$ cat config.mk
export PLATFORM = sky130hd
export DESIGN_NAME = cmd_arbiter
export DESIGN_NICKNAME = d
export VERILOG_FILES = /design/src/rtl/spbus_pkg.sv /design/src/rtl/mem_pkg.sv /design/src/rtl/cmd_arbiter.sv
export VERILOG_INCLUDE_DIRS = /design/src /design/src/include
export SDC_FILE = /design/constraint.sdc
export NUM_CORES = 1
export LEC_CHECK = 0
export BUFFER_PORTS_ARGS = -buffer_cell sky130_fd_sc_hd__buf_2
export CAP_MARGIN = 15
export CELL_PAD_IN_SITES_DETAIL_PLACEMENT = 1
export CELL_PAD_IN_SITES_GLOBAL_PLACEMENT = 1
export CORE_AREA = 2 2 103 105
export CTS_BUF_LIST = sky130_fd_sc_hd__clkbuf_8
export DETAILED_ROUTE_END_ITERATION = 8
export DIE_AREA = 0 0 105 107
export PLACE_DENSITY_LB_ADDON = 0.1
export SLEW_MARGIN = 15
export SYNTH_ARGS = -nofsm -noshare
export SYNTH_HDL_FRONTEND = slang
export SYNTH_SLANG_ARGS = --single-unit
$ cat constraint.sdc
create_clock -name CLK -period 5.7 [get_ports CLK]
set_input_delay 0.285 -clock CLK [delete_from_list [all_inputs] [get_ports CLK]]
set_output_delay 0.285 -clock CLK [all_outputs]
set_load 0.1 [all_outputs]
$ cat src/include/spbus_defs.svh
// ~~~~~~~~~~~~~~~~~~~~~~~~~~~~~~~~~~~~~~~~~~~~~~~~~~
// Bus widths, memory depth and memory latency
// ~~~~~~~~~~~~~~~~~~~~~~~~~~~~~~~~~~~~~~~~~~~~~~~~~~
`ifndef SPBUS_DEFS_SVH
`define SPBUS_DEFS_SVH

// Width of one data word on the beat bus
`define SP_DATA_W 32

// Word address width, enough to cover every memory word
`define SP_ADDR_W 8

// Transaction id width carried on commands and responses
`define SP_ID_W 4

// Number of words in the shared memory
`define MEM_DEPTH 256

// Cycles from command acceptance to response at the memory target
`define MEM_LAT 4

`endif

$ cat src/rtl/spbus_pkg.sv
// ~~~~~~~~~~~~~~~~~~~~~~~~~~~~~~~~~~~~~~~~~~~~~~~~~~
// Beat bus types: beat kinds, command and response beats
// ~~~~~~~~~~~~~~~~~~~~~~~~~~~~~~~~~~~~~~~~~~~~~~~~~~
`include "spbus_defs.svh"

package spbus_pkg;

    // Kind of a command beat
    // A write opens with WADDR and always closes with WLAST
    typedef enum logic [1:0] {
        KIND_READ  = 2'b00,
        KIND_WADDR = 2'b01,
        KIND_WDATA = 2'b10,
        KIND_WLAST = 2'b11
    } beat_kind_t;

    // Kind of a response beat
    // NONE marks an idle slot and is never handed to a master
    typedef enum logic [1:0] {
        RSP_NONE  = 2'b00,
        RSP_RDATA = 2'b01,
        RSP_WACK  = 2'b10
    } rsp_kind_t;

    // Command beat, 46 bits
    // Address is meaningful on READ and WADDR, data on WDATA and WLAST
    typedef struct packed {
        beat_kind_t             kind;
        logic [`SP_ID_W-1:0]    id;
        logic [`SP_ADDR_W-1:0]  addr;
        logic [`SP_DATA_W-1:0]  data;
    } sp_cmd_t;

    // Response beat, 38 bits
    typedef struct packed {
        rsp_kind_t              kind;
        logic [`SP_ID_W-1:0]    id;
        logic [`SP_DATA_W-1:0]  data;
    } sp_rsp_t;

endpackage

$ cat src/rtl/mem_pkg.sv
// ~~~~~~~~~~~~~~~~~~~~~~~~~~~~~~~~~~~~~~~~~~~~~~~~~~
// Memory side types: port tag, tagged command and response
// ~~~~~~~~~~~~~~~~~~~~~~~~~~~~~~~~~~~~~~~~~~~~~~~~~~
package mem_pkg;

    import spbus_pkg::*;

    // Index of the master port a beat came from
    typedef logic port_t;

    // Command as seen by the memory, tagged with its source port
    typedef struct packed {
        port_t   port;
        sp_cmd_t cmd;
    } mem_cmd_t;

    // Response from the memory, the tag is copied from the command
    // so the arbiter can steer it back
    typedef struct packed {
        port_t   port;
        sp_rsp_t rsp;
    } mem_rsp_t;

endpackage

$ cat src/rtl/cmd_arbiter.sv
// ~~~~~~~~~~~~~~~~~~~~~~~~~~~~~~~~~~~~~~~~~~~~~~~~~~
// Two-port round-robin command arbiter with burst lock
// ~~~~~~~~~~~~~~~~~~~~~~~~~~~~~~~~~~~~~~~~~~~~~~~~~~
module cmd_arbiter
    import spbus_pkg::*;
    import mem_pkg::*;
(
    input  logic       CLK,
    input  logic       rst,
    input  logic [1:0] p_cmd_valid,
    input  sp_cmd_t    p_cmd [2],
    output logic [1:0] p_cmd_ready,
    output logic [1:0] p_rsp_valid,
    output sp_rsp_t    p_rsp [2],
    input  logic [1:0] p_rsp_ready,
    output logic       mem_cmd_valid,
    output mem_cmd_t   mem_cmd,
    input  logic       mem_cmd_ready,
    input  logic       mem_rsp_valid,
    input  mem_rsp_t   mem_rsp,
    output logic       mem_rsp_ready
);

    // Port that wins a tie next time
    port_t rr_ptr;
    // Set between a granted WADDR and its WLAST
    logic  lock_valid;
    port_t lock_port;
    port_t gnt;
    logic  cmd_fire;

    // A locked burst owns the bus, otherwise the preferred port goes first
    always_comb begin
        if (lock_valid) begin
            gnt = lock_port;
        end else if (p_cmd_valid[rr_ptr]) begin
            gnt = rr_ptr;
        end else begin
            gnt = ~rr_ptr;
        end
    end

    assign mem_cmd_valid  = p_cmd_valid[gnt];
    assign mem_cmd.port   = gnt;
    assign mem_cmd.cmd    = p_cmd[gnt];
    assign p_cmd_ready[0] = mem_cmd_ready && (gnt == 1'b0);
    assign p_cmd_ready[1] = mem_cmd_ready && (gnt == 1'b1);
    assign cmd_fire       = mem_cmd_valid && mem_cmd_ready;

    always_ff @(posedge CLK) begin
        if (rst) begin
            rr_ptr     <= 1'b0;
            lock_valid <= 1'b0;
            lock_port  <= 1'b0;
        end else if (cmd_fire) begin
            if (mem_cmd.cmd.kind == KIND_WADDR) begin
                lock_valid <= 1'b1;
                lock_port  <= gnt;
            end
            // A read or a closed burst hands priority to the other port
            if ((mem_cmd.cmd.kind == KIND_READ) || (mem_cmd.cmd.kind == KIND_WLAST)) begin
                lock_valid <= 1'b0;
                rr_ptr     <= ~gnt;
            end
        end
    end

    // Responses go back to the port named in the tag
    assign p_rsp_valid[0] = mem_rsp_valid && (mem_rsp.port == 1'b0);
    assign p_rsp_valid[1] = mem_rsp_valid && (mem_rsp.port == 1'b1);
    assign p_rsp[0]       = mem_rsp.rsp;
    assign p_rsp[1]       = mem_rsp.rsp;
    assign mem_rsp_ready  = p_rsp_ready[mem_rsp.port];

    // The lock stays on its port until WLAST has gone through
    a_lock_stable: assert property (@(posedge CLK) disable iff (rst)
        lock_valid && !(cmd_fire && (mem_cmd.cmd.kind == KIND_WLAST))
            |=> lock_valid && (lock_port == $past(lock_port)));

endmodule

# Yosys cells after proc, flatten, opt, wreduce, memory -nomap -nowiden
# Index checks and enable logic that the tools add are counted.
[word_totals]
reg_bits = 3
latchBits = 0
mem_bits_rw = 0
mem_bits_ro = 0
wordCells = 37
n_memories = 0
[classes]
add_sub_neg = 0
mul = 0
div_mod_pow = 0
n_lt_le_gt_ge = 4
eq_ne = 2
shifts = 0
muxes = 13
bitwise_logic = 4
reduce_logical = 11
[ops]
columns = ["cell", "n"]
rows = [
  ["2-to-1 mux 46 bit", 3],
  ["2-to-1 mux 1 bit", 10],
  ["< comparator 1 x 2 -> 1 bit (second input constant)", 3],
  ["AND reduction 2 bit", 3],
  ["logical AND 1 bit", 5],
  ["NOT 1 bit", 3],
  ["equality test 2 x 1 -> 1 bit (second input constant)", 1],
  ["equality test 2 bit (second input constant)", 1],
  [">= comparator 2 bit (second input constant)", 1],
  ["zero test 2 bit", 1],
  ["NOT 1 -> 2 bit", 1],
  ["nonzero test 2 bit", 1],
  ["logical OR 1 bit", 1],
]

# Logic depth before layout (Yosys ltp)
# Gate-level depths: netlist (run 1).
[depth]
ltp_word = 12
ltp_mapped = 10
mapped_depth_nobuf = 7

# Least setup slack after synthesis (run 1)
# OpenSTA, ideal clock, no wires.
[synth_timing]
path_kind = "register -> register"
start = "reg rr_ptr"
end = "reg lock_valid"
t_arrival_ns = 2.261
setup_slack_ns = 3.369
stages_incl_launch_ff = 9
n_path_buf = 2
period_less_slack_ns = 2.331
path_cell_list = "dfxtp_1 > and2b_1 > o31a_1 > buf_6 > buf_8 > mux2_4 > ha_1 > or3_1 > a21oi_1"
[synth_rtl]
columns = ["item", "line_no", "source"]
rows = [
  ["start: declaration", "cmd_arbiter.sv:25", "port_t rr_ptr;"],
  ["start signal: assignment", "cmd_arbiter.sv:63", "rr_ptr <= ~gnt;"],
  ["end signal: assignment", "cmd_arbiter.sv:53", "lock_valid <= 1'b0;"],
  ["end signal: assignment", "cmd_arbiter.sv:57", "lock_valid <= 1'b1;"],
  ["end signal: assignment", "cmd_arbiter.sv:62", "lock_valid <= 1'b0;"],
  ["end: declaration", "cmd_arbiter.sv:27", "logic lock_valid;"],
]

==> results.md, run 1 <==
- In the post-synthesis netlist, the biggest area contributors are mux2_4 (40%), buf_4 (34%), buf_12 (4.8%).
- The count of buffers inserted at the top-level ports is 153.
- The max-slew violation count came to 0.
- The hold slack is 0.287 ns.
- After detailed routing, the met3 layer carries slightly below 800 um of wire.
- The number of nets with antenna violations after routing is 0.
- The per-cell via count in the routed design is 3.59.
- The floorplan core area is approximately 0.010 sq mm.
- The via count of the first global-routing pass is 1293.
- The highest ir drop seen on vdd is 0.105 mV.
- The proportion of power drawn by combinational gates is 0.880.
- When the netlist entered floorplanning its net count stood at ~310.
- The routability congestion estimate is ~0.72.
- After detailed routing, the number of remaining DRC violations is 0.
- The register-to-register path setup slack is approximately 3.4 ns.
- The share of the synthesized area in the top cell type is 0.403.
- The power density of the placed cells is between 300 and 400 mW/mm^2.
- The number of nets in the layout is around 380.
- The root buffer cell chosen for the clock tree is clkbuf_8.
- The sum of met2 wire segment lengths after detailed routing is between 2000 and 3000 um.
- From synthesis to final layout, the design area changed by 18.0%.
- Across the run, the number of max-cap violations was 0.
- After synthesis the netlist holds a flip-flop and latch count of 3.
- Summing every instance area after synthesis gives 0.00168 sq mm.
- The later-pin clock latency in the skew report is 0.21 ns.
- The global-route wire length before repair is between 8000 and 9000 um.
- For this block, the routed nets add up to ~5900 um of wire.
- The switching fraction of total power is 0.691.
- The clock period minus final worst setup slack is 2.95 ns.
- The synthesized instance count is approximately 170.
- For this run, the register share of the synthesized area comes to 0.0358.
- The number of antenna violations at the first check in global routing was 1.
- In this run the top signal layer used is met4.
- The design draws a little over 700 uW.
- The initialized floorplan defines 37 standard-cell rows.
- The layout cell share with drive strength beyond 1 is 0.866.
- The count of buffers added by post-CTS timing repair for setup is 0.
- For this run, the total global-route usage over all layers was measured as 0.0937.
- The endpoint required time on the critical path is ~5.4 ns.
- The sum of routed wire segments on met1 is approximately 2200 um.
- Hold repair after CTS inserted 0 buffers.
- The class of the tightest hold or removal check is in -> reg.
- The slew of the pin with the lowest slew margin is ~0.63 ns.
- The count of cells along the worst register-to-register path is 5.
- TritonCTS built the clock tree.
- The worst register-to-register path ends at lock_valid$_SDFFE_PP0P_.
- Counting the buffers created by CTS gives 3.
- The timing startpoint of the critical path is lock_valid$_SDFFE_PP0P_.
- The starting density of the core is 0.166.
- The share of total power dissipated in sequential elements is 0.037.
- The worst-case clock buffer depth is 2.
- The share of the clock period used by the worst path is 0.517.
- The headroom to the max-slew limit is 0.581.
- The post-cts gate resize count is 0.
- The clock drives 3 sinks.
- The maximum achievable frequency is 0.339 GHz.
- The total of warnings raised by yosys is 0.
- The detailed-route wire length per cell is approximately 16 um.
- The run finished with clean final reports.
- Setup repair after global routing left no endpoint under its margin.
- The startpoint of the worst register-to-register path is lock_valid$_SDFFE_PP0P_.
- Each instance of the synthesized netlist takes up on average 10.2 sq um.
- The startpoint identified for the worst hold timing path is rst.
- STA puts the critical path data arrival time at between 2 and 3 ns.
- The internal power of the cells totals 223 uW.
- The count of pins on the block boundary is ~270.
- The number of search-and-repair iterations in the first detailed-routing pass is 3.
- The worst setup path is captured at an output pin.
- The total number of vias is around 1400.
- The number of failing setup endpoints in the final timing report is 0.
- The start-to-end type of the worst setup path is reg -> out.
- The maximum fanout count along the critical path is 34.
- The die outline area is around 0.011 sq mm.
- The count of distinct cell types in the synthesized netlist is 24.
- The clock-pin slew of the registers on the worst-case setup and hold paths is ~0.030 ns.
- The analysis attributes to net switching a power of about 500 uW.
- The leakage power figure is approximately 0.0011 uW.
- The number of levels in the clock H-tree is 1.
- In this run the vertical extent of the chip is about 110 um.
- The post-route clock skew is ~0.0038 ns.
- The number of DRC markers after the initial detailed-route iteration is 34.
- The total negative setup slack is 0 ns.
- The biggest area consumer among synthesized cells is mux2_4.
- The endpoint of the worst setup timing path is mem_cmd[40].
- The total count of hold-check failures in the final report is 0.
- Measured along the x axis, the die boundary spans approximately 110 um.
- After global routing the overflow that remains totals 0.
- Entering global routing, the biggest net connects 35 pins.
- Of the total power, the clock network draws 0.083.
- The worst setup path is launched from a flop.
## synth_stat cells
cell	n
buf_4	77
mux2_4	45
buf_12	4
inv_1	4
mux2i_1	4
and2_1	3
dfxtp_1	3
mux2_2	3
nor2b_1	3
a211oi_1	2
a21oi_1	2
ha_1	2
o31ai_1	2
a221oi_2	1
and2b_1	1
buf_6	1
buf_8	1
clkbuf_2	1
nand2_1	1
o211ai_1	1
o21ai_0	1
o31a_1	1
or2b_1	1
or3_1	1
## through the flow
| step | util | instance area, sq um | setup WS (ns) | instances |
|---|---|---|---|---|
| after global routing | 0.196 | 1980 | 2.58 | 376 |
| after global placement | 0.192 | 1930 | 2.88 | 371 |
| after floorplan | - | 1680 | 3.37 | 165 |
| after detailed placement | 0.192 | 1930 | 2.87 | 371 |
| final | 0.196 | 1980 | 2.75 | 376 |
| after CTS | 0.196 | 1980 | 2.69 | 375 |
## kinds of logic (layout without fill, tap and decap cells)
kind of cell | Yosys count | in the layout | synth area share
fa+ha+maj | 2 | 2 | 0.0149
simple gates | 10 | 10 | 0.0373
other cells | 0 | 1 | 0
compound gates | 10 | 10 | 0.0455
mux | 52 | 52 | 0.447
flops | 3 | 3 | 0.0358
buf+inv | 88 | 162 | 0.420
## final cells by class
class                   count  area [sq um]
flip-flops and latches      3          60.1
multi-input cells          74           915
clock buffers               3          41.3
repair buffers            154           773
clock inverters             1          3.75
fillers                  1246          8110
well taps                 136           170
inverters                   4          15.0
diodes                      1          2.50
## registers in the layout (all words and copies together), names as in the netlist
register    count
lock_port       1
lock_valid      1
rr_ptr          1
## placed cells by master (no fill, tap or decap), drive strengths merged, types with 2 or more instances in the layout
master,instances
mux2i,4
clkbuf,3
nor2b,3
dfxtp,3
o31ai,2
a21oi,2
a211oi,2
buf,154
and2,3
inv,5
mux2,48
ha,2
## power groups by stage
stage               Combinational [uW]  Clock (uW)  Sequential [uW]
floorplan                          827           0             24.6
global placement                   641           0             27.0
detailed placement                 639           0             26.9
CTS                                640        62.4             26.6
global route                       655        64.6             27.1
finish                             635        59.7             26.5
## layer usage
layer	global-route usage	up-vias
met5	0	-
met4	0.0238	0
met3	0.0468	10
met2	0.160	105
met1	0.104	607
li1	-	628
## worst max-delay path: stages, from the launching register on
cell and delay (ns):
dfxtp_1 0.48, o31a_2 0.61, buf_4 0.63, mux2_4 0.27, buf_2 0.42
## worst min path at each step
stage,to,depth (start not counted)
finish,lock_port$_SDFFE_PP0P_,2
global route,lock_port$_SDFFE_PP0P_,2
floorplan,lock_port$_SDFFE_PP0P_,1
global placement,lock_port$_SDFFE_PP0P_,2
detailed placement,lock_port$_SDFFE_PP0P_,2
CTS,lock_valid$_SDFFE_PP0P_,2
(Power assumes the default switching activity.)
==> inputs of run 2 (changes only) <==
==> constraint.sdc (replaced) <==
create_clock -name CLK -period 2.95 [get_ports CLK]
set_input_delay 0.1475 -clock CLK [delete_from_list [all_inputs] [get_ports CLK]]
set_output_delay 0.1475 -clock CLK [all_outputs]
set_load 0.1 [all_outputs]
==> run 2 against run 1 <==
Compared with the run above:
- core utilization is 0.12 points higher
- global-route usage is 0.14 points lower
- register-to-register slack worse by 2.6 ns
- die area stayed put
==> results.md, run 2 (same netlist as run 1, synthesis figures left out) <==
- The routability congestion estimate is 0.723 (+0.37%).
- In the layout the commonest cells are buf_2 (153), mux2_4 (45), inv_1 (5).
- The endpoint required time on the critical path is 2.80 ns (-2.61 ns).
- The number of nets with antenna violations after routing was 0 (unchanged).
- The worst setup path is of the reg -> out kind.
- The clock period minus final worst setup slack is about 2.2 ns.
- The via count of the first global-routing pass is 1399 (+8.2%).
- The count of unresolved DRC violations after routing was 0 (unchanged).
- The number of failing setup endpoints in the final timing report was 0 (unchanged).
- The number of levels in the clock H-tree was 1 (unchanged).
- The die outline area is 0.0112 sq mm (unchanged).
- The power density of the placed cells is 702 mW/mm^2 (+93%).
- The count of buffers inserted at the top-level ports came to 153 (unchanged).
- The number of rows in the core area is 37 (unchanged).
- The pre-CTS setup slack was 0.817 ns (-2.05 ns).
- The floorplan core area came to 0.0101 sq mm (unchanged).
- The maximum achievable frequency is ~0.44 GHz.
- The die extent in x is 105 um (unchanged).
- The area growth from synthesis to layout is 18.8%.
- The total number of vias was 1387 (+2.7%).
- The final worst-path setup slack is 0.701 ns (-2.05 ns).
- The highest ir drop seen on vdd was 0.205 mV (+95%).
- The detailed-route wire length per cell is 15.3 um (-3.2%).
- The starting density of the core is 0.166 (unchanged).
- The buffer cell driving the clock tree root is clkbuf_8.
- The vertical die dimension is 107 um (unchanged).
- The data arrival time of the critical path is 2.10 ns (-0.56 ns).
- The largest registers in the layout are lock_port (1), lock_valid (1), rr_ptr (1).
- The number of antenna violations at the first check in global routing is 0 (-1).
- The run finished with clean final reports.
- The critical path goes through nor2b_1 > o31a_2 > buf_12 > mux2_2 > buf_2.
- The critical path's largest stage delay is 0.37 ns (-0.26 ns).
- The worst-case clock buffer depth is 2 (unchanged).
- The number of search-and-repair iterations in the first detailed-routing pass is 4 (+1).
- The count of pins on the block boundary was 268 (unchanged).
- The total negative setup slack is 0 ns (unchanged).
- The clock-pin slew of the registers on the worst-case setup and hold paths is 0.03 ns (about the same).
- The total count of hold-check failures in the final report was 0 (unchanged).
- TritonCTS built the clock tree.
- The overflow left after global routing is 0 (unchanged).
- The maximum number of pins on one net before global-route repair is 46 (+31%).
- The worst hold path begins at rst.
- The sum of buffers and inverters on the critical path is 2 (unchanged).
- The slew of the pin with the lowest slew margin is 0.517 ns (-0.112 ns).
- The combined flip-flop and latch cell area was 60.1 sq um (unchanged).
- Setup repair after global routing left no endpoint under its margin.
- The post-route clock skew was 0.00220 ns (-0.00162 ns).
- In the finished design, the share of the clock period the worst path needs comes to 0.763.
- The timing startpoint of the critical path is rr_ptr$_SDFFE_PP0P_.
- The max-slew violation count is 0 (unchanged).
- The later-pin clock latency in the skew report came to 0.22 ns (about the same).
- The maximum fanout count along the critical path is 45 (+32%).
- The startpoint identified for the worst register-to-register timing path is rr_ptr$_SDFFE_PP0P_.
- The headroom to the max-slew limit is 0.658 (+0.0769).
- The tightest min-delay check is of the in -> reg type.
- The total of max-cap violations was 0 (unchanged).
- The post-cts gate resize count is 0 (unchanged).
- The library cell used most frequently in the layout, excluding fill and tap cells, is buf_2.
- The number of buffers inserted for hold repair after clock tree synthesis is 0 (unchanged).
- The layout cell share with drive strength beyond 1 is 0.866 (unchanged).
- The global-route wire length before repair is 8160 um (-1.7%).
- The multi-input combinational cell area came to 915 sq um (unchanged).
- The leakage power figure is 0.00114 uW (+0.42%).
- The number of nets in the layout is 381 (unchanged).
- The total of fill cells in the finished design came to 1209 (-3.0%).
- The count of buffers added by post-CTS timing repair for setup is 0 (unchanged).
- The sum of routed wire length over all layers came to 5740 um (-3.2%).
- The sort of element at the end of the critical path is an output pin.
- The worst setup path is launched from a flop.
- The number of DRC markers after the initial detailed-route iteration is 33 (-2.9%).
- The kind of cell with the highest combined delay along the critical path is buffers and inverters.
- The cell with the largest stage delay on the worst path is mux2_2.
- The TritonCTS buffer count was 3 (unchanged).
- The clock net sink count is 3 (unchanged).
- The global-route total usage across every layer is 0.0923 (-0.00143).
- The per-cell via count in the routed design is 3.69 (+2.7%).
run 2: per-stage QoR:
step | hold WS, ns | utilization | cells | total power [uW] | cell area [sq um]
after floorplan | 0.214 | - | 165 | 1650 | 1680
after global placement | 0.296 | 0.193 | 371 | 1300 | 1950
after detailed placement | 0.296 | 0.193 | 371 | 1290 | 1950
after CTS | 0.164 | 0.197 | 375 | 1410 | 1990
after global routing | 0.172 | 0.197 | 375 | 1450 | 1990
final | 0.160 | 0.197 | 376 | 1400 | 1990
run 2: cell type report:
class,count,share of cell area
repair buffers,154,0.394
flip-flops and latches,3,0.0301
diodes,1,0.00126
multi-input cells,74,0.459
clock inverters,1,0.00188
clock buffers,3,0.0207
well taps,136,0.0854
inverters,4,0.00753
run 2: worst register-to-register path: stages (launching register included):
cell     delay (ns)
dfxtp_1        0.33
and2b_1        0.19
o31a_2         0.41
mux2_4         0.34
ha_1           0.29
or3_1          0.37
a21oi_1        0.16
run 2: path summary, 6_finish.rpt:
path,end,slack [ns],depth (start not counted)
max,mem_cmd[0],0.70,5
min,lock_port$_SDFFE_PP0P_,0.16,2
min reg2reg,lock_port$_SDFFE_PP0P_,0.52,2
max reg2reg,lock_valid$_SDFFE_PP0P_,0.79,6
run 2: per-layer routing:
layer,global-route usage,share of wire
met5,0,0
met4,0.0305,0.012
met3,0.0365,0.11
met2,0.164,0.50
met1,0.100,0.37
run 2: report_power, final:
group	leakage (uW)	switching [uW]	internal, uW	total (uW)
clock	0.0000269	28.0	88.6	117
combinational	0.00109	929	302	1230
sequential	0.0000245	5.59	45.2	50.8
==> inputs of run 3 (changes only) <==
==> constraint.sdc (replaced) <==
create_clock -name CLK -period 2.09 [get_ports CLK]
set_input_delay 0.1045 -clock CLK [delete_from_list [all_inputs] [get_ports CLK]]
set_output_delay 0.1045 -clock CLK [all_outputs]
set_load 0.1 [all_outputs]
==> run 3 against run 2 <==
Compared with the run above:
- total power increased by 85%
- wire length increased by 11%
- sequential share of layout area decreased by 0.87 points
- largest cell class is now non-clock buffers
- final cell count increased by 1.3%
==> results.md, run 3 (same netlist as run 1, synthesis figures left out) <==
- The post-route clock skew is 0.000604 ns (-0.00160 ns).
- Leaving out fill and tap cells, the most frequent cell in the layout is buf_2.
- The global routing met3 resource utilization came to 0.0474 (+0.0109).
- Compared with the post-synthesis result, the final layout area differs by 70.3%.
- The number of buffers inserted for hold repair after clock tree synthesis is 0 (unchanged).
- The leakage power figure is 0.00146 uW (+28%).
- The class of the tightest hold or removal check is in -> reg.
- The filler-free cell count of the finished design is 381 (+1.3%).
- The critical path's largest stage delay is 0.33 ns (-0.04 ns).
- The detailed-route wire length per cell is 16.7 um (+9.2%).
- The number of rows in the core area is 37 (unchanged).
- The headroom to the max-slew limit was 0.625 (-0.0325).
- The total number of vias was 1387 (unchanged).
- The highest ir drop seen on vdd is 0.315 mV (+54%).
- The layout cell share with drive strength beyond 1 is 0.890 (+0.0237).
- The met2 usage in global routing is 0.161 (-0.00278).
- The number of levels in the clock H-tree is 1 (unchanged).
- The worst-case clock buffer depth is 2 (unchanged).
- The starting density of the core was 0.166 (unchanged).
- The floorplan core area is 0.0101 sq mm (unchanged).
- The utilization after layout was 0.283 (+0.0857).
- The startpoint of the worst register-to-register path is rr_ptr$_SDFFE_PP0P_.
- The die outline area is 0.0112 sq mm (unchanged).
- The count of pins on the block boundary is 268 (unchanged).
- The global-route met1 utilization is 0.125 (+0.0251).
- The number of failing setup endpoints in the final timing report is 0 (unchanged).
- The via count of the first global-routing pass was 1420 (+1.5%).
- The startpoint identified for the worst hold timing path is rst.
- The worst setup path is launched from a flop.
- The later-pin clock latency in the skew report is 0.22 ns (about the same).
- The global-route total usage across every layer is 0.101 (+0.00908).
- Subtracting the final worst setup slack from the clock period gives between 2 and 2.5 ns.
- The signal on the critical path passes through and2b_1 > o31a_4 > buf_6 > clkbuf_16 > mux2_4 > buf_12.
- The per-cell via count in the routed design is 3.64 (-1.3%).
- The instance count after placement with tap cells included is 375 (+1.1%).
- The critical path in this run is classified as reg -> out.
- The maximum number of pins on one net before global-route repair came to 32 (-30%).
- The sum of routed wire length over all layers is 6350 um (+11%).
- The count of buffers inserted at the top-level ports came to 153 (unchanged).
- The number of antenna violations at the first check in global routing was 2 (+2).
- The TritonCTS buffer count is 3 (unchanged).
- The flow ran to the end, and the final reports show no timing, DRC or antenna violations.
- The layer with the highest usage is met2.
- The cell with the largest stage delay on the worst path is mux2_4.
- In the final layout, the registers with the most flip-flops are lock_port (1), lock_valid (1), rr_ptr (1).
- Setup repair after global routing left no endpoint under its margin.
- The clock net sink count is 3 (unchanged).
- The clock-pin slew of the registers on the worst-case setup and hold paths is 0.03 ns (about the same).
- Derived from the worst setup path, the maximum achievable clock frequency is slightly below 0.5 GHz.
- The die extent in x is 105 um (unchanged).
- The number of nets in the layout came to 387 (+1.6%).
- STA classifies the critical path endpoint as an output pin.
- The power consumption was 2590 uW (+85%).
- The maximum fanout count along the critical path is 15 (-67%).
- The global-route wire length before repair is 8880 um (+8.8%).
- The slew of the pin with the lowest slew margin is 0.556 ns (+0.0393 ns).
- Dividing the final minimum period by the clock period gives 0.967.
- The overflow left after global routing came to 0 (unchanged).
- The endpoint required time on the critical path is 1.99 ns (-0.81 ns).
- The number of search-and-repair iterations in the first detailed-routing pass is 3 (-1).
- The count of unresolved DRC violations after routing is 0 (unchanged).
- The cell sitting at the root of the clock tree is a clkbuf_8.
- The power density of the placed cells is 906 mW/mm^2 (+29%).
- The data arrival time of the critical path is 1.92 ns (-0.18 ns).
- The max-slew violation count came to 0 (unchanged).
- The timing startpoint of the critical path is rr_ptr$_SDFFE_PP0P_.
- The detailed placer's ending HPWL is 5630 um.
- The number of nets with antenna violations after routing is 0 (unchanged).
- The final worst-path setup slack is 0.0683 ns (-0.632 ns).
- The library cells used most frequently in the layout, excluding fill and tap cells, are buf_2 (103), buf_12 (50), mux2_4 (45).
- The total count of hold-check failures in the final report is 0 (unchanged).
- The routability congestion estimate came to 0.703 (-2.8%).
- The clock tree from TritonCTS is yes.
- The total negative setup slack is 0 ns (unchanged).
- The pre-CTS setup slack is 0.0711 ns (-0.746 ns).
- The number of antenna repair diodes is 0 (-1).
- The vertical die dimension was 107 um (unchanged).
- The total of max-cap violations is 0 (unchanged).
- The number of DRC markers after the initial detailed-route iteration is 36 (+9.1%).
run 3: cell count changes in the layout (fill, tap and decap cells not counted), sizes merged:
cell	previous run	this run
buf	154	159
clkbuf	3	4
diode	1	0
run 3: where the power goes:
part	total (uW)	switching [uW]	internal (uW)
logic	2350	1430	923
clock network	170	44.8	126
registers	71.2	6.86	64.3
run 3: path summary, 6_finish.rpt:
check,to,cells past startpoint,slack (ns)
worst max-delay path,mem_cmd[4],6,0.07
worst min-delay path,lock_port$_SDFFE_PP0P_,2,0.11
worst max register to register,rr_ptr$_SDFFE_PP0P_,7,0.11
worst min register to register,lock_port$_SDFFE_PP0P_,2,0.51
run 3: per-stage QoR:
stage | instance area, sq um | hold WS [ns]
CTS | 2810 | 0.114
detailed placement | 2760 | 0.210
floorplan | 1720 | 0.171
global placement | 2760 | 0.210
global route | 2860 | 0.130
finish | 2860 | 0.110
run 3: layout make-up:
cell class                 instances  area (sq um)
sequential                         3          61.3
clock buffer                       3          41.3
clock inverter                     1          3.75
inverter                           4          15.0
tap                              136           170
multi-input combinational         74           952
timing repair buffer             160          1610
fill                            1159          7230
run 3: what timing repair did:
action	in CTS	in global routing
gates resized for setup	1	4
endpoints found under the setup margin	42	44
pin swaps	0	1
setup buffers	0	1
cloned	0	1
run 3: worst max-delay path: cells and delay by family (launching register included):
kind                   cells  cell delay, ns
buffers and inverters      3            0.52
flip-flops                 1            0.32
multiplexers               1            0.33
AO/OA/AOI/OAI              1            0.32
AND/OR/NAND/NOR            1            0.19
run 3: metal layers:
layer	wire length [um]	vias to the layer above
met5	26	-
met4	53	4
met3	751	14
met2	2860	115
met1	2650	613
li1	-	641
